==> config.mk <==
export PLATFORM = sky130hd
export DESIGN_NAME = mmio_regs
export DESIGN_NICKNAME = d
export VERILOG_FILES = /design/src/rtl/dms_pkg.sv /design/src/rtl/mmio_regs.sv
export VERILOG_INCLUDE_DIRS = /design/src /design/src/rtl
export SDC_FILE = /design/constraint.sdc
export NUM_CORES = 1
export LEC_CHECK = 0
export ABC_AREA = 1
export BUFFER_PORTS_ARGS = -buffer_cell sky130_fd_sc_hd__buf_2
export CAP_MARGIN = 5
export CORE_ASPECT_RATIO = 2
export CORE_MARGIN = 5
export CORE_UTILIZATION = 38
export CTS_CLUSTER_SIZE = 14
export DETAILED_ROUTE_END_ITERATION = 10
export HOLD_SLACK_MARGIN = 0.08
export PLACE_DENSITY = 0.89
export SETUP_SLACK_MARGIN = 0.3
export SLEW_MARGIN = 20
export SYNTH_ARGS = -nofsm -noshare
export SYNTH_HDL_FRONTEND = slang
export SYNTH_SLANG_ARGS = --single-unit
==> constraint.sdc <==
create_clock -name clk -period 1.2 [get_ports clk]
set_input_delay 0.24 -clock clk [delete_from_list [all_inputs] [get_ports clk]]
set_output_delay 0.24 -clock clk [all_outputs]
set_load 0.005 [all_outputs]
==> src/rtl/dms_macros.svh <==
`ifndef DMS_MACROS_SVH
`define DMS_MACROS_SVH

// --------------------
// address map

// value of addr[31:30] for data memory
`define DMS_DMEM_RANGE 2'b00
// value of addr[31:30] for memory-mapped I/O
`define DMS_MMIO_RANGE 2'b01

// --------------------
// mmio register slots

// rx valid and tx ready flags
`define DMS_MMIO_STATUS    3'd0
// last byte from the UART receiver
`define DMS_MMIO_RX_DATA   3'd1
// byte for the UART transmitter
`define DMS_MMIO_TX_DATA   3'd2
// bit 0 holds the counters in reset
`define DMS_MMIO_CNT_RESET 3'd4
`define DMS_MMIO_CYCLE_CNT 3'd5
`define DMS_MMIO_INSTR_CNT 3'd6

// --------------------
// data memory

// default depth in 32-bit words
`define DMS_DMEM_WORDS 256

`endif

==> src/rtl/dms_pkg.sv <==
package dms_pkg;

    // --------------------
    // data and address words

    // one bus word, used for addresses as well as data
    typedef logic [31:0] word_t;

    // write strobe per byte lane, bit 0 is the lowest byte
    typedef logic [3:0] byte_en_t;

    // --------------------
    // access attributes

    // encoding follows the low bits of the RISC-V load/store funct3
    typedef enum logic [1:0] {
        BYTE = 2'd0,
        HALF = 2'd1,
        WORD = 2'd2
    } access_width_t;

    // target picked from address bits 31:30
    typedef enum logic [1:0] {
        REGION_DMEM = 2'd0,
        REGION_MMIO = 2'd1,
        REGION_NONE = 2'd2
    } region_t;

    // mmio register slot, address bits 4:2
    typedef logic [2:0] mmio_idx_t;

endpackage

==> src/rtl/mmio_regs.sv <==
`timescale 1ns/1ps
`include "dms_macros.svh"

module mmio_regs (
    input  logic               clk,
    input  logic               rst,
    input  logic               en,
    input  logic               store,
    input  dms_pkg::mmio_idx_t mmio_idx,
    input  dms_pkg::word_t     wdata,
    input  logic [7:0]         uart_rx_data,
    input  logic               uart_rx_valid,
    input  logic               uart_tx_ready,
    input  dms_pkg::word_t     cycle_cnt,
    input  dms_pkg::word_t     instr_cnt,
    output dms_pkg::word_t     rdata,
    output logic [7:0]         uart_tx_data,
    output logic               store_to_uart,
    output logic               load_from_uart,
    output logic               reset_cnt
);
    logic wr_en;
    logic rd_en;

    assign wr_en = en && store;
    assign rd_en = en && !store;

    // --------------------
    // uart strobes, one cycle wide with the access
    assign store_to_uart  = wr_en && (mmio_idx == `DMS_MMIO_TX_DATA);
    assign load_from_uart = rd_en && (mmio_idx == `DMS_MMIO_RX_DATA);

    // --------------------
    // write registers
    always_ff @(posedge clk) begin
        if (rst) begin
            uart_tx_data <= 8'h00;
            reset_cnt    <= 1'b0;
        end else if (wr_en) begin
            case (mmio_idx)
                `DMS_MMIO_TX_DATA:   uart_tx_data <= wdata[7:0];
                `DMS_MMIO_CNT_RESET: reset_cnt    <= wdata[0];
                default: ;
            endcase
        end
    end

    // --------------------
    // read mux, registered on any access
    always_ff @(posedge clk) begin
        if (en) begin
            case (mmio_idx)
                `DMS_MMIO_STATUS: begin
                    rdata <= {30'd0, uart_rx_valid, uart_tx_ready};
                end
                `DMS_MMIO_RX_DATA: begin
                    rdata <= {24'd0, uart_rx_data};
                end
                `DMS_MMIO_CYCLE_CNT: begin
                    rdata <= cycle_cnt;
                end
                `DMS_MMIO_INSTR_CNT: begin
                    rdata <= instr_cnt;
                end
                // tx data and counter reset are write only
                default: begin
                    rdata <= '0;
                end
            endcase
        end
    end

endmodule

==> flow_summary.json <==
{
  "status": "finished clean",
  "drt_iter0_drc": 47,
  "tightest_slew_ns": 0.341,
  "report.final.slew_viol_count": 0,
  "grt_max_degree": 26,
  "endpoint_kind": "output pin",
  "drtPass1Iterations": 4,
  "clk_latency_ns": 0.30,
  "final_common_cell": "buf_2",
  "wl_per_cell_um": 15.1,
  "ios": 156,
  "path_buf_inv": 1,
  "dieWidth_um": 59.7,
  "critPathKind": "reg -> out",
  "rows": 36,
  "track_usage": 0.174,
  "tritoncts": "done",
  "cp_num_cells": 1,
  "arrival_ns": 0.83,
  "r2r_end": "uart_tx_data[0]",
  "ff2ff_setup_slack_ns": 0.60,
  "ys_seq_area_frac": 0.609,
  "start_util": 0.389,
  "synthesis.nets": 327,
  "drive_gt1_frac": 0.643,
  "htreeDepth": 2,
  "place_hpwl_um": 4500,
  "pwr_density_cell_mw_per_mm2": 950,
  "dr_total_vias": 2027,
  "peakVddDrop_v": 0.000872,
  "grt_pass1_wl_um": 8480,
  "busiest_layer": "met2",
  "seq_area_mm2": 0.00115,
  "cts_buffers": 5,
  "crit_path_max_incr_delay_ns": 0.38,
  "port_buffers": 131,
  "nFillCells": 363,
  "post_cts_hold_buffer_count": 0,
  "antenna_found_initial": 0,
  "whs_path_depth": 3,
  "ys_warn_count": 0,
  "critPathRequiredTime_ns": 0.96,
  "critical_path.top_delay_family": "flip-flops",
  "startpoint": "rdata[15]",
  "cp-start-kind": "register",
  "maxCapViolCount": 0,
  "layout_common_cells": "buf_2 (124), nand2_1 (54), edfxtp_1 (32)",
  "multi_input_area_um2": 943,
  "final_cells": 424,
  "met3_usage": 0.0470,
  "gp_congestion": 0.756,
  "fmax_mhz": 937,
  "final_nets": 479,
  "clock-root-buffer": "clkbuf_8",
  "grt_use_met2": 0.335,
  "slowest_stage": "edfxtp_1",
  "syn_inst": 214,
  "clock_skew_ns": 0,
  "crit_chain": "buf_2",
  "layout_min_cycle_time_ns": 1.07,
  "remaining_drc_errors": 0,
  "ant_nets": 0,
  "ys_seq_elements": 41,
  "core-area_mm2": 0.00482,
  "min_from": "instr_cnt[12]",
  "via_per_inst": 4.78,
  "r2r_start": "uart_tx_data[0]",
  "die_y_um": 109,
  "grt_pass1_vias": 1923,
  "clock_sink_count": 41,
  "avgSynthCellArea_um2": 8.76,
  "wl_um": 6380,
  "hp-class": "in -> reg",
  "met1_usage": 0.160,
  "place_inst": 407,
  "antenna_cells": 0,
  "max-slew-margin-rel": 0.772,
  "setup_viol": 0,
  "hold_viol": 0,
  "syn-cell-area_mm2": 0.00187,
  "p_leak_nw": 1.74,
  "finish.utilization": 0.685,
  "endpoint": "rdata[15]",
  "die_area_mm2": 0.00652,
  "overflow": 0,
  "cp_max_fo": 1,
  "setup_tns_ns": 0,
  "path_clk_slew_ns": 0.08,
  "clockBufferDepth": 2,
  "fin_crit_sh": 0.889,
  "area_growth_pct": 76.1,
  "ys_types": 16,
  "rsz0062_at_grt": "true",
  "worst-r2r-cell-count": 2
}
[layout make-up]
class / count / area share
Multi-Input combinational cell: 155 / 0.286
Clock buffer: 6 / 0.0220
Clock inverter: 2 / 0.00303
Sequential cell: 41 / 0.349
Timing Repair Buffer: 152 / 0.303
Inverter: 11 / 0.0155
Tap cell: 57 / 0.0216
[worst min-delay path by stage]
stage / end / slack (ns)
2_1_floorplan: rdata[0] / 0.35
3_3_place_gp: reset_cnt / 0.46
3_5_place_dp: uart_tx_data[6] / 0.47
4_1_cts: rdata[19] / 0.19
5_1_grt: rdata[15] / 0.20
6_report: rdata[12] / 0.21
[layer usage]
layer  wire length, µm  vias up
li1                  -      990
met1              1980      928
met2              3720       92
met3               492       17
met4               195        0
met5                 0        -
[cell families after synthesis]
logic type | share of synthesized area
compound gates | 0.00267
buf+inv | 0.0441
flops | 0.609
simple gates | 0.344
[state kept, by name, summed over array words and instances (netlist names)]
signal	count
uart_tx_data	8
rdata	32
reset_cnt	1
[report_power, final]
part           switching, mW  total [mW]  internal (mW)
combinational          0.304       0.612          0.307
clock                  0.466       0.869          0.403
sequential            0.0216        1.66           1.63
total                  0.792        3.14           2.34
[metrics by stage]
step	hold slack, ns	setup WS, ns	cell area [µm²]	power [mW]
CTS	0.191	0.130	2850	3.03
global placement	0.461	0.0367	2710	2.14
floorplan	0.352	0.256	1890	1.83
detailed placement	0.468	0.0182	2710	2.16
finish	0.207	0.133	3300	3.14
global route	0.203	0.0720	3300	3.29
[synth_stat cells, drive strengths merged]
cell / count / area share
nand3: 20 / 0.053
inv: 10 / 0.020
dfxtp: 9 / 0.096
edfxtp: 32 / 0.51
clkbuf: 1 / 0.0020
nor2: 24 / 0.060
a21oi: 1 / 0.0027
nand2: 106 / 0.21
nor3: 2 / 0.011
clkinv: 1 / 0.0020
nand4: 2 / 0.0067
buf: 6 / 0.020
[repair_timing]
| item | 4_1_cts | 5_1_grt |
|---|---|---|
| setup buffers | 1 | 3 |
| endpoints found under the hold margin | 0 | 0 |
| gates resized for setup | 19 | 88 |
| setup endpoints to repair | 43 | 76 |
| gates cloned | 0 | 5 |
| pin swaps | 2 | 39 |
Power figures use the tool's default switching activity.
