[src/rtl/dms_macros.svh]
`ifndef DMS_MACROS_SVH
`define DMS_MACROS_SVH

// --------------------
// address map

// value of addr[31:30] for data memory
`define DMS_DMEM_RANGE 2'b00
// value of addr[31:30] for memory-mapped I/O
`define DMS_MMIO_RANGE 2'b01

// --------------------
// mmio register slots

// rx valid and tx ready flags
`define DMS_MMIO_STATUS    3'd0
// last byte from the UART receiver
`define DMS_MMIO_RX_DATA   3'd1
// byte for the UART transmitter
`define DMS_MMIO_TX_DATA   3'd2
// bit 0 holds the counters in reset
`define DMS_MMIO_CNT_RESET 3'd4
`define DMS_MMIO_CYCLE_CNT 3'd5
`define DMS_MMIO_INSTR_CNT 3'd6

// --------------------
// data memory

// default depth in 32-bit words
`define DMS_DMEM_WORDS 256

`endif

[src/rtl/dms_pkg.sv]
package dms_pkg;

    // --------------------
    // data and address words

    // one bus word, used for addresses as well as data
    typedef logic [31:0] word_t;

    // write strobe per byte lane, bit 0 is the lowest byte
    typedef logic [3:0] byte_en_t;

    // --------------------
    // access attributes

    // encoding follows the low bits of the RISC-V load/store funct3
    typedef enum logic [1:0] {
        BYTE = 2'd0,
        HALF = 2'd1,
        WORD = 2'd2
    } access_width_t;

    // target picked from address bits 31:30
    typedef enum logic [1:0] {
        REGION_DMEM = 2'd0,
        REGION_MMIO = 2'd1,
        REGION_NONE = 2'd2
    } region_t;

    // mmio register slot, address bits 4:2
    typedef logic [2:0] mmio_idx_t;

endpackage

[src/rtl/access_ctrl.sv]
`timescale 1ns/1ps
`include "dms_macros.svh"

module access_ctrl (
    input  logic                   clk,
    input  logic                   rst,
    input  logic                   req,
    output logic                   ack,
    input  logic                   we,
    input  dms_pkg::word_t         addr,
    input  dms_pkg::word_t         wdata,
    input  dms_pkg::access_width_t width,
    input  logic                   load_uns,
    output dms_pkg::region_t       region,
    output logic [13:0]            word_addr,
    output logic [1:0]             offset,
    output dms_pkg::mmio_idx_t     mmio_idx,
    output dms_pkg::access_width_t acc_width,
    output logic                   acc_uns,
    output logic                   access,
    output logic                   store,
    output dms_pkg::byte_en_t      byte_en,
    output dms_pkg::word_t         wdata_aligned,
    output logic                   capture
);
    import dms_pkg::*;

    typedef enum logic [1:0] {
        ST_IDLE,
        ST_ACCESS,
        ST_RESPOND,
        ST_DONE
    } state_t;

    state_t        state;
    state_t        state_nxt;
    logic          we_q;
    word_t         addr_q;
    word_t         wdata_q;
    access_width_t width_q;
    logic          uns_q;
    byte_en_t      lane_mask;

    // --------------------
    // four-phase handshake FSM
    always_comb begin
        state_nxt = state;
        case (state)
            ST_IDLE:    if (req) state_nxt = ST_ACCESS;
            ST_ACCESS:  state_nxt = ST_RESPOND;
            ST_RESPOND: state_nxt = ST_DONE;
            // stay here while the requester still holds req
            ST_DONE:    if (!req) state_nxt = ST_IDLE;
            default:    state_nxt = ST_IDLE;
        endcase
    end

    always_ff @(posedge clk) begin
        if (rst) begin
            state <= ST_IDLE;
        end else begin
            state <= state_nxt;
        end
    end

    // request fields held for the whole access
    always_ff @(posedge clk) begin
        if ((state == ST_IDLE) && req) begin
            we_q    <= we;
            addr_q  <= addr;
            wdata_q <= wdata;
            width_q <= width;
            uns_q   <= load_uns;
        end
    end

    assign access  = (state == ST_ACCESS);
    assign store   = access && we_q;
    assign capture = (state == ST_RESPOND);
    assign ack     = (state == ST_DONE);

    // --------------------
    // address decode
    always_comb begin
        case (addr_q[31:30])
            `DMS_DMEM_RANGE: region = REGION_DMEM;
            `DMS_MMIO_RANGE: region = REGION_MMIO;
            default:         region = REGION_NONE;
        endcase
    end

    assign word_addr = addr_q[15:2];
    assign offset    = addr_q[1:0];
    assign mmio_idx  = addr_q[4:2];
    assign acc_width = width_q;
    assign acc_uns   = uns_q;

    // --------------------
    // store lane alignment
    always_comb begin
        case (width_q)
            BYTE:    lane_mask = 4'b0001;
            HALF:    lane_mask = 4'b0011;
            default: lane_mask = 4'b1111;
        endcase
    end

    // lanes only reach data memory, mmio writes use the store strobe
    assign byte_en = (we_q && (region == REGION_DMEM)) ? (lane_mask << offset) : '0;
    assign wdata_aligned = wdata_q << {offset, 3'b000};

    // requester must keep half and word accesses naturally aligned
    assert property (@(posedge clk) disable iff (rst)
        access && (acc_width == HALF) |-> !offset[0]);
    assert property (@(posedge clk) disable iff (rst)
        access && (acc_width == WORD) |-> (offset == 2'b00));

    // ack only answers a req held high from capture until the response
    assert property (@(posedge clk) disable iff (rst)
        $rose(ack) |-> $past(req, 3) && $past(req, 2) && $past(req, 1));

endmodule

[config.mk]
export PLATFORM = sky130hd
export DESIGN_NAME = access_ctrl
export DESIGN_NICKNAME = d
export VERILOG_FILES = /design/src/rtl/dms_pkg.sv /design/src/rtl/access_ctrl.sv
export VERILOG_INCLUDE_DIRS = /design/src /design/src/rtl
export SDC_FILE = /design/constraint.sdc
export NUM_CORES = 1
export LEC_CHECK = 0
export BUFFER_PORTS_ARGS = -buffer_cell sky130_fd_sc_hd__clkbuf_2
export CORE_MARGIN = 4
export CORE_UTILIZATION = 41
export DETAILED_ROUTE_END_ITERATION = 12
export PLACE_DENSITY_LB_ADDON = 0.25
export SYNTH_ARGS = -nofsm -noshare
export SYNTH_HDL_FRONTEND = slang
export SYNTH_SLANG_ARGS = --single-unit
[constraint.sdc]
create_clock -name clk -period 2.15 [get_ports clk]
set_input_delay 0.3225 -clock clk [delete_from_list [all_inputs] [get_ports clk]]
set_output_delay 0.3225 -clock clk [all_outputs]
set_load 0.01 [all_outputs]
==> flow_summary.ini <==
[outcome]
run_status = complete, no violations

[synthesis]
synth_fa_ha_area_frac = 0.0243
ys_async_sr_fraction = 0
synth_cell_types = 25
synth.ff_latch_count = 56
synth_compound_area_frac = 0.0409
yosysSeqAreaShare = 0.646
syn_avg_cell_area_sq_um = 15.1
synth_xor_area_frac = 0
synth_nets = 246
synth_area_leaders = edfxtp_1, mux2i_1, buf_4
synth_top_family_by_area = multiplexers
synth_top_area_share = 0.630
syn-cell-area_sq_mm = 0.00257
synth_most_common_cell = edfxtp_1
synth-edff-count = 54
synthMuxAreaShare = 0.136
synth_cells = 170
synth.largest_area_cell = edfxtp_1
yosys_warnings = 0
synthFlopType = edfxtp_1
ys_top_cells_by_count = edfxtp_1, mux2i_1, buf_4
yosys.area_share.simple = 0.0623

[placed_design]
gp_congestion = 0.700
io_buffers = 120
dp_worst_setup_slack_ns = 0.539
place_hpwl_mm = 3.89

[pwr]
intPower_w = 0.00261
p_per_area_mw_per_mm2 = 1150
pwr-share-clk = 0.239
swShare = 0.302
combPwrFrac = 0.321
p_switching_w = 0.00113
ir_drop_uv = 849
p_leak_nw = 1.49
p_seq_frac = 0.440

[detailed_routing]
wl_per_cell_um = 14.1
drtIter0Drc = 37
wl_mm = 4.92
dr.pass1.iters = 4
vias = 1621
drc = 0
antenna_left = 0
viasPerCell = 4.63

[cells_and_area]
drive_gt1_frac = 0.502
fill_cells = 508
area_growth_pct = 26.4
fin_nets = 350
regArea_sq_mm = 0.00166
multiInputGateArea_sq_um = 679
diodes = 0

[die]
fp-row-count = 28
initial_core_util = 0.429
coreArea_sq_mm = 0.00599
die-height_um = 87.2
die-area_sq_mm = 0.00761
ios = 135
die_w_um = 87.2

[critical_path]
r2r_cells = 4
critPathLaunch = addr_q[1]
endpoint_kind = primary output
critical_path_class = flop to primary output
r2r-end = wdata_q[6]
endpoint = wdata_aligned[20]
slowest_stage = edfxtp_1
worst_path_largest_cell_delay_ns = 0.45
reg2reg_from = state[0]
r2r_setup_slack_ns = 0.71
cp.required_ns = 1.83
cp.arrival_ns = 1.59
path_cells = nor2b_1, buf_4, o2bb2ai_1, clkbuf_2
cp_max_fo = 4
critPathLaunchType = flop

[grt]
grt_antenna_before_repair = 0
grt_pass1_vias = 1630
grt_usage = 0.131
grt_max_degree = 32
grt_pass1_wl_mm = 7.67
gr-total-overflow = 0

[clock_network]
cts_setup_buffers = 0
root_buffer = clkbuf_8
htree_levels = 2
cts_tree = done
hold_buffers = 0
worstSkewPairLatency_ns = 0.30
clk_path_buf_depth = 2
path_clk_slew_ns = 0.09
cts_resized = 0
cts-buffers-inserted = 5
cts.sinks = 56

[sta]
final.setup.tns_ns = 0
grt_setup_unrepaired = no
setup_viol = 0
max_slew_margin = 0.662
fin_ws_ns = 0.239
period_share = 0.889
hold_violations = 0
tightest_slew_ns = 0.506
max_freq_mhz = 523
finalCriticalPeriod_ns = 1.91
slew_viol_final = 0
finalClockSkew_ns = 0.00692

[hold_path]
min_from = addr[7]
hold_path_class = primary input to flop

[flow_run]
drv_cap = 0
-- critical path, delay by kind of cell (launching register included) --
family                 cells  cell delay (ns)
AOI/OAI and AO/OA          1             0.11
and+or+nand+nor            1             0.37
buffers and inverters      2             0.38
DFF                        1             0.45
-- power groups by stage --
stage / clock [W] / combinational [W] / sequential [W]
3_3_place_gp: 0 / 0.00121 / 0.00167
6_report: 0.000894 / 0.00120 / 0.00165
4_1_cts: 0.000917 / 0.00123 / 0.00165
2_1_floorplan: 0 / 0.000866 / 0.00165
5_1_grt: 0.000959 / 0.00133 / 0.00168
3_5_place_dp: 0 / 0.00122 / 0.00167
-- worst min path at each step --
stage                             end  slack, ns  depth (start not counted)
after floorplan               acc_uns       0.42                          0
after detailed placement   wdata_q[4]       0.50                          1
after global routing      wdata_q[11]       0.17                          1
final                       addr_q[7]       0.19                          1
after CTS                  wdata_q[4]       0.18                          1
after global placement     addr_q[10]       0.50                          1
-- state kept, by name (all words and copies together), names as in the netlist --
register   cells
acc_uns        1
acc_width      2
addr_q        18
state          2
wdata_q       32
we_q           1
-- layout by cell type (no fill, tap or decap), types with 2 or more instances in the layout --
cell and count:
o2bb2ai_1 7, buf_4 6, nor3_1 3, nor2_1 9, and2_1 9, inv_1 3
mux2i_1 35, nand2b_1 3, ha_1 5, dfxtp_1 2, clkbuf_8 5, edfxtp_1 54
bufinv_16 3, clkbuf_2 120
-- metrics by stage --
step	hold WS, ns	util	total power (W)	instance area [sq um]	cells
5_1_grt	0.170	0.543	0.00397	3250	350
3_3_place_gp	0.499	0.516	0.00288	3090	342
4_1_cts	0.183	0.543	0.00379	3250	350
3_5_place_dp	0.501	0.516	0.00290	3090	342
2_1_floorplan	0.421	-	0.00252	2570	170
6_report	0.192	0.543	0.00374	3250	350
-- kinds of logic after synthesis --
| family | after synthesis |
|---|---|
| compound gates | 13 |
| mux | 35 |
| flops | 56 |
| simple gates | 29 |
| buf+inv | 32 |
| fa+ha+maj | 5 |
-- layer usage --
| metal | GRT usage | part of all wire | routed length [um] | vias to the layer above |
|---|---|---|---|---|
| li1 | - | - | - | 803 |
| met4 | 0.0335 | 0.010 | 51 | 0 |
| met2 | 0.228 | 0.49 | 2400 | 72 |
| met3 | 0.0681 | 0.12 | 611 | 6 |
| met1 | 0.140 | 0.38 | 1860 | 740 |
| met5 | 0 | 0 | 0 | - |
-- area by class of cell --
| class | count | area share |
|---|---|---|
| flip-flops and latches | 56 | 0.511 |
| well taps | 75 | 0.0289 |
| multi-input cells | 82 | 0.209 |
| clock buffers | 5 | 0.0212 |
| clock inverters | 3 | 0.0277 |
| inverters | 3 | 0.00346 |
| repair buffers | 126 | 0.199 |
(Power assumes the default switching activity.)
