$ cat config.mk
export PLATFORM = sky130hd
export DESIGN_NAME = load_align
export DESIGN_NICKNAME = d
export VERILOG_FILES = /design/src/rtl/dms_macros.svh /design/src/rtl/dms_pkg.sv /design/src/rtl/load_align.sv
export SDC_FILE = /design/constraint.sdc
export NUM_CORES = 1
export LEC_CHECK = 0
export ABC_AREA = 1
export BUFFER_PORTS_ARGS = -buffer_cell sky130_fd_sc_hd__buf_2
export CAP_MARGIN = 20
export CORE_ASPECT_RATIO = 1.75
export CORE_MARGIN = 4
export CORE_UTILIZATION = 49
export DETAILED_ROUTE_END_ITERATION = 6
export PLACE_DENSITY = 0.81
export SYNTH_ARGS = -nofsm -noshare
export SYNTH_HDL_FRONTEND = slang
export SYNTH_SLANG_ARGS = --single-unit
$ cat constraint.sdc
create_clock -name clk -period 1.4 [get_ports clk]
set_input_delay 0.14 -clock clk [delete_from_list [all_inputs] [get_ports clk]]
set_output_delay 0.14 -clock clk [all_outputs]
set_load 0.02 [all_outputs]
$ cat src/rtl/dms_macros.svh
`ifndef DMS_MACROS_SVH
`define DMS_MACROS_SVH

// --------------------
// address map

// value of addr[31:30] for data memory
`define DMS_DMEM_RANGE 2'b00
// value of addr[31:30] for memory-mapped I/O
`define DMS_MMIO_RANGE 2'b01

// --------------------
// mmio register slots

// rx valid and tx ready flags
`define DMS_MMIO_STATUS    3'd0
// last byte from the UART receiver
`define DMS_MMIO_RX_DATA   3'd1
// byte for the UART transmitter
`define DMS_MMIO_TX_DATA   3'd2
// bit 0 holds the counters in reset
`define DMS_MMIO_CNT_RESET 3'd4
`define DMS_MMIO_CYCLE_CNT 3'd5
`define DMS_MMIO_INSTR_CNT 3'd6

// --------------------
// data memory

// default depth in 32-bit words
`define DMS_DMEM_WORDS 256

`endif

$ cat src/rtl/dms_pkg.sv
package dms_pkg;

    // --------------------
    // data and address words

    // one bus word, used for addresses as well as data
    typedef logic [31:0] word_t;

    // write strobe per byte lane, bit 0 is the lowest byte
    typedef logic [3:0] byte_en_t;

    // --------------------
    // access attributes

    // encoding follows the low bits of the RISC-V load/store funct3
    typedef enum logic [1:0] {
        BYTE = 2'd0,
        HALF = 2'd1,
        WORD = 2'd2
    } access_width_t;

    // target picked from address bits 31:30
    typedef enum logic [1:0] {
        REGION_DMEM = 2'd0,
        REGION_MMIO = 2'd1,
        REGION_NONE = 2'd2
    } region_t;

    // mmio register slot, address bits 4:2
    typedef logic [2:0] mmio_idx_t;

endpackage

$ cat src/rtl/load_align.sv
`timescale 1ns/1ps

module load_align (
    input  logic                   clk,
    input  logic                   rst,
    input  logic                   capture,
    input  dms_pkg::region_t       region,
    input  logic [1:0]             offset,
    input  dms_pkg::access_width_t width,
    input  logic                   load_uns,
    input  dms_pkg::word_t         dmem_data,
    input  dms_pkg::word_t         mmio_data,
    output dms_pkg::word_t         rdata
);
    import dms_pkg::*;

    word_t src;
    word_t shifted;
    word_t result;

    // source select, unmapped reads as zero
    always_comb begin
        case (region)
            REGION_DMEM: src = dmem_data;
            REGION_MMIO: src = mmio_data;
            default:     src = '0;
        endcase
    end

    // addressed lane down to bit 0
    assign shifted = src >> {offset, 3'b000};

    // --------------------
    // mask and extend
    always_comb begin
        case (width)
            BYTE: begin
                result = load_uns ? {24'd0, shifted[7:0]}
                                  : {{24{shifted[7]}}, shifted[7:0]};
            end
            HALF: begin
                result = load_uns ? {16'd0, shifted[15:0]}
                                  : {{16{shifted[15]}}, shifted[15:0]};
            end
            default: begin
                result = shifted;
            end
        endcase
    end

    always_ff @(posedge clk) begin
        if (rst) begin
            rdata <= '0;
        end else if (capture) begin
            rdata <= result;
        end
    end

endmodule

==> metrics.md, run 1 <==
| Metric | Value |
|---|---|
| Warning count from the yosys run | `0` |
| Number of buffers added for setup after CTS | `0` |
| Depth of the worst hold-timing path | `4` |
| Detailed placer's ending HPWL | `6127 um` |
| DRT Pass-1 Iters | `5` |
| Max IR drop VDD | `0.0007627 V` |
| Antenna violations before repair | `0` |
| Synthesized area per cell | `5.799 sq um` |
| WS Path Type | `input port to register` |
| Clock insertion delay at the later pin of the skew report | `280 ps` |
| Hold violation total from the final report | `0` |
| Number of buffers created by CTS | `5` |
| Register-to-Register Path Depth | `4` |
| Final wirelength | `7724 um` |
| Max-cap viol count | `0` |
| Overall Global Routing Usage | `23.70%` |
| Area of the multi-input gates | `1556 sq um` |
| Source of the critical timing path | `region[1]` |
| Leading cell type in the layout, fill and taps excluded | `sky130_fd_sc_hd__nand2_1` |
| Drc violations | `0` |
| Power per standard cell area | `834.5 nW/um^2` |
| WHS | `299.8 ps` |
| Area growth, synth to finish | `25.71%` |
| Worst-case clock buffer depth | `2` |
| Type of the tightest min-delay check | `input port to register` |
| Initial cell density of the core | `51.43%` |
| Commonest non-fill, non-tap cells in the layout | `124 x sky130_fd_sc_hd__nand2_1, 118 x sky130_fd_sc_hd__nand3_1, 105 x sky130_fd_sc_hd__buf_2, 54 x sky130_fd_sc_hd__nor2_1, 52 x sky130_fd_sc_hd__inv_1` |
| Unique masters post-synth | `20` |
| Placement-stage cell area | `3166 sq um` |
| Capture instance of the worst register-to-register path | `rdata[16]` |
| CTS H-tree lvls | `2` |
| Worst hold start | `rst` |
| Largest net degree at the start of global routing | `27` |
| Leak Pwr | `1.999 nW` |
| Floorplan row count | `34` |
| Vias in the first global route | `2972` |
| Sequential cell area fraction in the yosys report | `24.60%` |
| Clock tree from TritonCTS | `built` |
| Clock skew after layout | `0 ps` |
| Placer congestion estimate | `0.9372` |
| Category of the worst setup path launch point | `input port` |
| Clock transition at the registers of the reported paths | `70 ps` |
| Worst path arrival time | `1420 ps` |
| Top register by number of flip-flops | `rdata` |
| Portion of the clock cycle consumed by the worst path in the final layout | `85.55%` |
| RSZ-0062 raised after global routing | `no` |
| Result of the run | `finished, final reports clean` |
| Vertical extent of the die | `104.4 um` |
| Setup violations, final | `0` |
| Final Net Count | `622` |
| Global-route wire length before repair | `13070 um` |
| Root cell of the clock tree | `sky130_fd_sc_hd__clkbuf_8` |
| Pins Over Slew Limit | `0` |
| Fin worst setup slack | `202.2 ps` |
| Number of vias in the routed layout | `3117` |
| Average detailed-routed wire length per instance | `12.81 um` |
| Library cell occupying the most area in the post-synthesis netlist | `sky130_fd_sc_hd__dfxtp_1` |
| Final instance count without filler cells | `603` |
| Highest clock rate | `834.9 MHz` |
| Area share of the largest cell type after synthesis | `24.60%` |
| Sinks on the clock net | `32` |
| Tmin final | `1198 ps` |
| Sequential cell area | `640.6 sq um` |
| Netlist Area Pre-Place | `2604 sq um` |
| Hold_buf cts | `0` |
| Flip-flop count of the largest register after layout | `32` |
| Count of input and output buffers | `105` |
| Post-synthesis net count | `523` |
| Nature of the critical path endpoint | `register` |
| R2r setup slk | `660 ps` |
| Number of violations reported at the end of detailed-routing iteration 0 | `215` |
| Seq cells post-synth | `32` |
| Fraction of layout cells with a size suffix above 1 | `27.87%` |
| Final-layout setup total negative slack | `0 ps` |
| Power consumption | `2.731 mW` |
| Core area | `5062 sq um` |
| Largest fanout on the critical path | `23` |
| Worst slew margin relative to its limit | `76.44%` |
| Share of the core filled with cells in the final layout | `64.66%` |
| Top-Level Pins | `106` |
| Main area contributors after synthesis | `sky130_fd_sc_hd__dfxtp_1 25%, sky130_fd_sc_hd__nand3_1 23%, sky130_fd_sc_hd__nand2_1 18%` |
| Post-placement setup slack | `-89.23 ps` |
| Gate count after technology mapping | `449` |
| Worst-Margin Slew | `352.6 ps` |
| Top Registers | `rdata (32)` |
| Post-detailed-route count of antenna-violating nets | `0` |
| Hold endpoint | `rdata[19]` |
| Worst flop-to-flop path startpoint | `rdata[16]` |
| Routed via count divided by cell count | `5.169` |
| Count of filler cells inserted in the layout | `479` |
| N_diodes | `0` |
| Required time at the worst-slack endpoint | `1620 ps` |
| Inst Count DP | `595` |
| Die span in x | `63.11 um` |
| Overall die area | `6590 sq um` |
| Gr ovfl total | `0` |
| Finished Cell Area | `3273 sq um` |
-- area by class of cell --
cell class                 count  share of cell area, %
tap                           54                  2.064
clock inverter                 2                  1.070
multi-input combinational    332                  47.55
sequential                    32                  19.57
inverter                      54                  6.193
timing repair buffer         123                  21.33
clock buffer                   6                  2.217
-- cell families after synthesis --
kind of cell / after synthesis / synth area share [%]
DFF: 32 / 24.60
AOI/OAI and AO/OA: 14 / 3.460
and+or+nand+nor: 318 / 56.32
buffers and inverters: 85 / 15.62
-- critical path, stage by stage --
cell                      delay [ps]
sky130_fd_sc_hd__buf_2           120
sky130_fd_sc_hd__inv_1           130
sky130_fd_sc_hd__nand3_1         130
sky130_fd_sc_hd__nand3_1         130
sky130_fd_sc_hd__nand2_1          70
sky130_fd_sc_hd__nand2_1         120
sky130_fd_sc_hd__nand3_4         270
sky130_fd_sc_hd__inv_1           160
sky130_fd_sc_hd__nor2_1           60
sky130_fd_sc_hd__nor2_1           90
-- synthesized netlist by cell type --
cell type	n
sky130_fd_sc_hd__nor2_1	54
sky130_fd_sc_hd__nor3b_1	1
sky130_fd_sc_hd__o21ai_0	2
sky130_fd_sc_hd__clkbuf_1	8
sky130_fd_sc_hd__buf_2	10
sky130_fd_sc_hd__buf_6	9
sky130_fd_sc_hd__nand2_1	124
sky130_fd_sc_hd__nand3_2	11
sky130_fd_sc_hd__inv_2	2
sky130_fd_sc_hd__a21oi_1	4
sky130_fd_sc_hd__nand3_4	2
sky130_fd_sc_hd__nand3_1	118
sky130_fd_sc_hd__buf_1	2
sky130_fd_sc_hd__buf_4	2
sky130_fd_sc_hd__inv_1	52
sky130_fd_sc_hd__o211ai_1	8
sky130_fd_sc_hd__nand2_2	6
sky130_fd_sc_hd__nor2_2	1
sky130_fd_sc_hd__nor2_4	1
sky130_fd_sc_hd__dfxtp_1	32
-- report_power, final --
part           internal, mW  switching (mW)
sequential            0.975          0.0354
clock                 0.528           0.349
combinational         0.334           0.510
-- worst max path at each step --
| stage | slack (ps) | end | cells after the start |
|---|---|---|---|
| after floorplan | 290 | rdata[8] | 8 |
| after global placement | -2 | rdata[14] | 11 |
| after detailed placement | -90 | rdata[12] | 10 |
| after CTS | 210 | rdata[12] | 10 |
| after global routing | 9 | rdata[12] | 10 |
| final | 200 | rdata[12] | 10 |
-- layer usage --
layer / track usage (%) / vias up / wire length [um]
li1: - / 1619 / -
met1: 26.72 / 1331 / 3085
met2: 42.33 / 149 / 3787
met3: 4.541 / 18 / 601
met4: 10.11 / 0 / 250
met5: 0 / - / 0
-- timing repair --
action                     4_1_cts  5_1_grt
setup endpoints to repair        0        1
resized for setup                0        0
hold endpoints to repair         0        0
Note: power is estimated with default switching activity, not from simulation.
==> run 2: changes to the inputs <==
--- a/config.mk
+++ b/config.mk
@@ -10,3 +10,3 @@
 export CAP_MARGIN = 20
-export CORE_ASPECT_RATIO = 1.75
+export CORE_ASPECT_RATIO = 0.6
 export CORE_MARGIN = 4
==> constraint.sdc (replaced) <==
create_clock -name clk -period 1.3 [get_ports clk]
set_input_delay 0.13 -clock clk [delete_from_list [all_inputs] [get_ports clk]]
set_output_delay 0.13 -clock clk [all_outputs]
set_load 0.05 [all_outputs]
==> metrics.md, run 2 (same netlist as run 1, synthesis figures left out) <==
| Metric | Value |
|---|---|
| Result of the run | `finished, final reports clean` |
| Detailed placer's ending HPWL | `6592 um (+7.6%)` |
| Clock tree from TritonCTS | `built` |
| Hold violation total from the final report | `0 (unchanged)` |
| Power consumption | `3.173 mW (+16%)` |
| Type of the tightest min-delay check | `input port to register` |
| Flip-flop count of the largest register after layout | `32 (unchanged)` |
| Top register by number of flip-flops | `rdata` |
| Max-cap viol count | `0 (unchanged)` |
| Placement-stage cell area | `3263 sq um (+3.1%)` |
| Nature of the critical path endpoint | `register` |
| Global-route wire length before repair | `13430 um (+2.7%)` |
| Area growth, synth to finish | `30.75%` |
| Delay of the slowest cell on the worst path | `460 ps (+190 ps)` |
| Worst flop-to-flop path startpoint | `rdata[9]` |
| Initial cell density of the core | `51.00% (-0.43 points)` |
| Fraction of layout cells with a size suffix above 1 | `29.89% (+2.0 points)` |
| Clock insertion delay at the later pin of the skew report | `280 ps (about the same)` |
| Tmin final | `1244 ps` |
| Gr ovfl total | `0 (unchanged)` |
| CTS H-tree lvls | `2 (unchanged)` |
| Sinks on the clock net | `32 (unchanged)` |
| Net switching power | `1.172 mW (+31%)` |
| Clock transition at the registers of the reported paths | `70 ps (about the same)` |
| Category of the worst setup path launch point | `input port` |
| Sw Ratio | `36.92% (+4.2 points)` |
| Drc violations | `0 (unchanged)` |
| Worst-case clock buffer depth | `2 (unchanged)` |
| Count of input and output buffers | `105 (unchanged)` |
| Logic gate share of total power | `35.4% (+4.5 points)` |
| Worst path arrival time | `1480 ps (+60 ps)` |
| Top-Level Pins | `106 (unchanged)` |
| Number of buffers created by CTS | `5 (unchanged)` |
| Routed via count divided by cell count | `5.193 (+0.46%)` |
| Power per standard cell area | `932.1 nW/um^2 (+12%)` |
| Pins Over Slew Limit | `0 (unchanged)` |
| Clock skew after layout | `0 ps (unchanged)` |
| Final-layout setup total negative slack | `0 ps (unchanged)` |
| Worst-Margin Slew | `587.1 ps (+234.4 ps)` |
| Vertical extent of the die | `64.47 um (-38%)` |
| CP max-delay cell | `sky130_fd_sc_hd__nor2_1` |
| Power Internal | `2.002 mW (+8.9%)` |
| Final wirelength | `8382 um (+8.5%)` |
| Capture instance of the worst register-to-register path | `rdata[9]` |
| Leak Pwr | `2.053 nW (+2.7%)` |
| Count of filler cells inserted in the layout | `484 (+1.0%)` |
| DRT Pass-1 Iters | `5 (unchanged)` |
| Hold endpoint | `rdata[15]` |
| Finished Cell Area | `3405 sq um (+4.0%)` |
| Cell breakdown of the critical path | `buf_2, nor2_1, inv_1, nor2_1, nand3_2, nand3_1, nand2_1, inv_1` |
| Antenna violations before repair | `0 (unchanged)` |
| Part of the total power dissipated in sequential elements | `34.2% (-2.8 points)` |
| Largest net degree at the start of global routing | `26 (-3.7%)` |
| Commonest non-fill, non-tap cells in the layout | `123 x sky130_fd_sc_hd__nand2_1, 118 x sky130_fd_sc_hd__nand3_1, 105 x sky130_fd_sc_hd__buf_2, 54 x sky130_fd_sc_hd__nor2_1, 52 x sky130_fd_sc_hd__inv_1` |
| Setup violations, final | `0 (unchanged)` |
| Leading cell type in the layout, fill and taps excluded | `sky130_fd_sc_hd__nand2_1` |
| Die span in x | `102.1 um (+62%)` |
| WHS | `282.6 ps (-17.13 ps)` |
| Max IR drop VDD | `0.0008473 V (+11%)` |
| Required time at the worst-slack endpoint | `1540 ps (-80 ps)` |
| Floorplan row count | `20 (-41%)` |
| Number of vias in the routed layout | `3261 (+4.6%)` |
| Depth of the worst hold-timing path | `4 (unchanged)` |
| Root cell of the clock tree | `sky130_fd_sc_hd__clkbuf_8` |
| Overall Global Routing Usage | `25.15% (+1.5 points)` |
| Average detailed-routed wire length per instance | `13.35 um (+4.2%)` |
| Vias in the first global route | `2985 (+0.44%)` |
| Placer congestion estimate | `0.9333 (-0.42%)` |
| Portion of the clock cycle consumed by the worst path in the final layout | `95.72%` |
| Top Registers | `rdata (32)` |
| Core area | `5105 sq um (+0.84%)` |
| Post-detailed-route count of antenna-violating nets | `0 (unchanged)` |
| Final Net Count | `635 (+2.1%)` |
| WS Path Type | `input port to register` |
| Highest clock rate | `803.6 MHz` |
| Clock network power share | `30.3% (-1.8 points)` |
| Worst slew margin relative to its limit | `60.72% (-16 points)` |
| Hold_buf cts | `0 (unchanged)` |
| RSZ-0062 raised after global routing | `no` |
| Inst Count DP | `618 (+3.9%)` |
| Worst hold start | `rst` |
| R2r setup slk | `550 ps (-110 ps)` |
| Final instance count without filler cells | `628 (+4.1%)` |
| Overall die area | `6582 sq um (-0.12%)` |
| Number of violations reported at the end of detailed-routing iteration 0 | `254 (+18%)` |
| Register-to-Register Path Depth | `4 (unchanged)` |
| N_diodes | `0 (unchanged)` |
| Largest fanout on the critical path | `6 (-74%)` |
==> run 2: cell types whose count changed in the layout (fill, tap and decap cells not counted) <==
cell,before,now
sky130_fd_sc_hd__buf_4,15,26
sky130_fd_sc_hd__clkbuf_1,1,0
sky130_fd_sc_hd__clkinvlp_4,0,1
sky130_fd_sc_hd__nand2_1,124,123
sky130_fd_sc_hd__nand2_2,6,7
sky130_fd_sc_hd__nand3_2,11,12
sky130_fd_sc_hd__nand3_4,2,3
==> run 2: worst max-delay path, delay by kind of cell <==
| kind | cells | cell delay [ps] |
|---|---|---|
| simple gates | 5 | 1140 |
| buf+inv | 3 | 210 |
==> run 2: how the worst max path moves through the flow <==
stage	from	to	slack, ps	depth (start not counted)
finish	width[0]	rdata[15]	60	8
global route	region[0]	rdata[16]	10	10
CTS	region[1]	rdata[19]	100	10
detailed placement	region[1]	rdata[19]	-200	10
global placement	region[1]	rdata[15]	-110	10
floorplan	width[0]	rdata[8]	200	8
==> run 2: repair_timing <==
action	CTS	global route
setup endpoints to repair	0	21
gates resized for setup	0	2
setup buffers	0	0
==> run 2: final cells by class <==
class / count / area [sq um] / area share [%]
multi-input combinational: 334 / 1587 / 46.60
timing repair buffer: 134 / 780.7 / 22.93
sequential: 32 / 640.6 / 18.82
inverter: 54 / 202.7 / 5.954
tap: 66 / 82.58 / 2.426
clock buffer: 5 / 68.82 / 2.021
clock inverter: 3 / 42.54 / 1.250
==> run 2: through the flow <==
step	worst slack (ps)	utilization, %
2_1_floorplan	203.5	-
3_3_place_gp	-114.3	63.92
3_5_place_dp	-203.7	63.92
4_1_cts	95.24	66.10
5_1_grt	12.68	66.69
6_report	55.65	66.69
==> run 2: per-layer routing <==
layer / track usage, % / routed length [um] / up-vias
met5: 0 / 0 / -
met4: 2.946 / 48 / 0
met3: 4.946 / 992 / 8
met2: 39.81 / 3624 / 155
met1: 36.50 / 3717 / 1450
li1: - / - / 1648
==> run 2: power by group through the flow <==
| stage | Clock, mW | Sequential, mW | Combinational (mW) |
|---|---|---|---|
| floorplan | 0 | 1.35 | 0.517 |
| global placement | 0 | 1.10 | 1.08 |
| detailed placement | 0 | 1.11 | 1.10 |
| CTS | 0.983 | 1.09 | 1.10 |
| global route | 1.03 | 1.09 | 1.23 |
| finish | 0.962 | 1.09 | 1.12 |
==> run 3: changes to the inputs <==
Settings changed: CORE_ASPECT_RATIO 0.6 to 0.75.
==> metrics.md, run 3 (same netlist as run 1, synthesis figures left out) <==
| Metric | Value |
|---|---|
| Number of buffers created by CTS | `5 (unchanged)` |
| Number of buffers added for setup after CTS | `0 (unchanged)` |
| Max IR drop VDD | `0.0008299 V (-2.0%)` |
| Largest net degree at the start of global routing | `26 (unchanged)` |
| Leak Pwr | `2.040 nW (-0.63%)` |
| Sinks on the clock net | `32 (unchanged)` |
| Floorplan row count | `22 (+10%)` |
| Average detailed-routed wire length per instance | `12.80 um (-4.1%)` |
| CTS H-tree lvls | `2 (unchanged)` |
| Die span in x | `92.17 um (-9.7%)` |
| Final instance count without filler cells | `629 (+0.16%)` |
| RSZ-0062 raised after global routing | `no` |
| Fin worst setup slack | `204.2 ps (+148.5 ps)` |
| Power consumption | `3.249 mW (+2.4%)` |
| Crit-path most repeated cell | `sky130_fd_sc_hd__nand2_1` |
| Count of filler cells inserted in the layout | `497 (+2.7%)` |
| Nature of the critical path endpoint | `register` |
| Portion of the clock cycle consumed by the worst path in the final layout | `84.30% (-11 points)` |
| Fraction of layout cells with a size suffix above 1 | `29.26% (-0.63 points)` |
| Leading cell type in the layout, fill and taps excluded | `sky130_fd_sc_hd__nand2_1` |
| Worst path arrival time | `1330 ps (-150 ps)` |
| Delay of the slowest cell on the worst path | `230 ps (-230 ps)` |
| Number of violations reported at the end of detailed-routing iteration 0 | `262 (+3.1%)` |
| N_diodes | `0 (unchanged)` |
| Pins Over Slew Limit | `0 (unchanged)` |
| Final Net Count | `630 (-0.79%)` |
| Overall die area | `6556 sq um (-0.40%)` |
| Commonest non-fill, non-tap cells in the layout | `123 x sky130_fd_sc_hd__nand2_1, 118 x sky130_fd_sc_hd__nand3_1, 105 x sky130_fd_sc_hd__buf_2, 54 x sky130_fd_sc_hd__nor2_1, 52 x sky130_fd_sc_hd__inv_1` |
| DRT Pass-1 Iters | `5 (unchanged)` |
| Gr ovfl total | `0 (unchanged)` |
| Clock skew after layout | `0 ps (unchanged)` |
| Top Registers | `rdata (32)` |
| Largest fanout on the critical path | `25 (+19)` |
| CP max-delay cell | `sky130_fd_sc_hd__buf_6` |
| Setup violations, final | `0 (unchanged)` |
| Clock insertion delay at the later pin of the skew report | `290 ps (about the same)` |
| Worst-case clock buffer depth | `2 (unchanged)` |
| Vias in the first global route | `3018 (+1.1%)` |
| Clock tree from TritonCTS | `built` |
| Category of the worst setup path launch point | `input port` |
| Number of vias in the routed layout | `3214 (-1.4%)` |
| Global-route wire length before repair | `13170 um (-1.9%)` |
| Sequential cell area | `640.6 sq um (unchanged)` |
| Worst-Margin Slew | `421.9 ps (-165.1 ps)` |
| Flip-flop count of the largest register after layout | `32 (unchanged)` |
| Hold_buf cts | `0 (unchanged)` |
| Top-Level Pins | `106 (unchanged)` |
| Worst slew margin relative to its limit | `71.77% (+11 points)` |
| WS Path Type | `input port to register` |
| Required time at the worst-slack endpoint | `1540 ps (about the same)` |
| Post-placement setup slack | `-151.8 ps (+51.87 ps)` |
| Area of the multi-input gates | `1577 sq um (-0.63%)` |
| Core area | `5010 sq um (-1.9%)` |
| Vertical extent of the die | `71.13 um (+10%)` |
| Cell breakdown of the critical path | `buf_2, nor2_4, buf_6, nand2_1, nand2_1, nand2_1, a21oi_1, nand2_1, nand2_1, nor2_1, nor2_1` |
| Placer congestion estimate | `0.9204 (-1.4%)` |
| Drc violations | `0 (unchanged)` |
| Clock transition at the registers of the reported paths | `70 ps (about the same)` |
| Max-cap viol count | `0 (unchanged)` |
| Tmin final | `1096 ps (-148.5 ps)` |
| Count of input and output buffers | `105 (unchanged)` |
| Post-detailed-route count of antenna-violating nets | `0 (unchanged)` |
| Routed via count divided by cell count | `5.110 (-1.6%)` |
| Antenna violations before repair | `0 (unchanged)` |
| Top register by number of flip-flops | `rdata` |
| Share of the core filled with cells in the final layout | `67.43% (+0.74 points)` |
| Finished Cell Area | `3378 sq um (-0.77%)` |
| Final wirelength | `8052 um (-3.9%)` |
| Type of the tightest min-delay check | `input port to register` |
| Initial cell density of the core | `51.97% (+0.97 points)` |
| Placement-stage cell area | `3228 sq um (-1.1%)` |
| Power per standard cell area | `961.7 nW/um^2 (+3.2%)` |
| Hold violation total from the final report | `0 (unchanged)` |
| Inst Count DP | `620 (+0.32%)` |
| Detailed placer's ending HPWL | `6183 um (-6.2%)` |
| Area growth, synth to finish | `29.75%` |
| Root cell of the clock tree | `sky130_fd_sc_hd__clkbuf_8` |
| Highest clock rate | `912.5 MHz (+14%)` |
| Overall Global Routing Usage | `24.63% (-0.53 points)` |
| Result of the run | `finished, final reports clean` |
run 3: worst max-delay path: cells and delay by family:
family | cells | cell delay, ps
simple gates | 8 | 680
buf+inv | 2 | 370
compound gates | 1 | 150
run 3: routing by layer:
metal	GRT usage, %	up-vias	wire length, um
met4	7.084	0	102
met5	0	-	0
met2	40.37	129	3660
li1	-	1635	-
met1	32.67	1440	3603
met3	5.420	10	686
run 3: per-stage QoR:
step                hold WS (ps)  TNS, ps
finish                     228.3        0
global route               233.5        0
CTS                        213.1        0
detailed placement         476.2    -3343
global placement           465.5    -1905
floorplan                  452.5        0
run 3: layout make-up:
| class | count | area share (%) |
|---|---|---|
| inverter | 54 | 6.000 |
| multi-input combinational | 333 | 46.67 |
| clock buffer | 7 | 2.852 |
| clock inverter | 1 | 0.8889 |
| tap | 72 | 2.667 |
| sequential | 32 | 18.96 |
| timing repair buffer | 130 | 21.96 |
run 3: what timing repair did:
item,in CTS,in global routing
resized for setup,0,3
setup endpoints to repair,0,6
hold endpoints to repair,0,0
run 3: final timing paths:
| kind | start | end | slack, ps | cells past startpoint |
|---|---|---|---|---|
| worst min register to register | rdata[1] | rdata[1] | 490 | 2 |
| worst max register to register | rdata[17] | rdata[17] | 610 | 4 |
| worst min-delay path | rst | rdata[28] | 230 | 4 |
| worst max-delay path | region[0] | rdata[12] | 200 | 11 |
run 3: power by group:
| group | internal (mW) | leakage [nW] | switching, mW | total [mW] |
|---|---|---|---|---|
| combinational | 0.373 | 1.71 | 0.725 | 1.10 |
| sequential | 1.05 | 0.265 | 0.0366 | 1.09 |
| clock | 0.676 | 0.0645 | 0.388 | 1.06 |
| total | 2.10 | 2.04 | 1.15 | 3.25 |
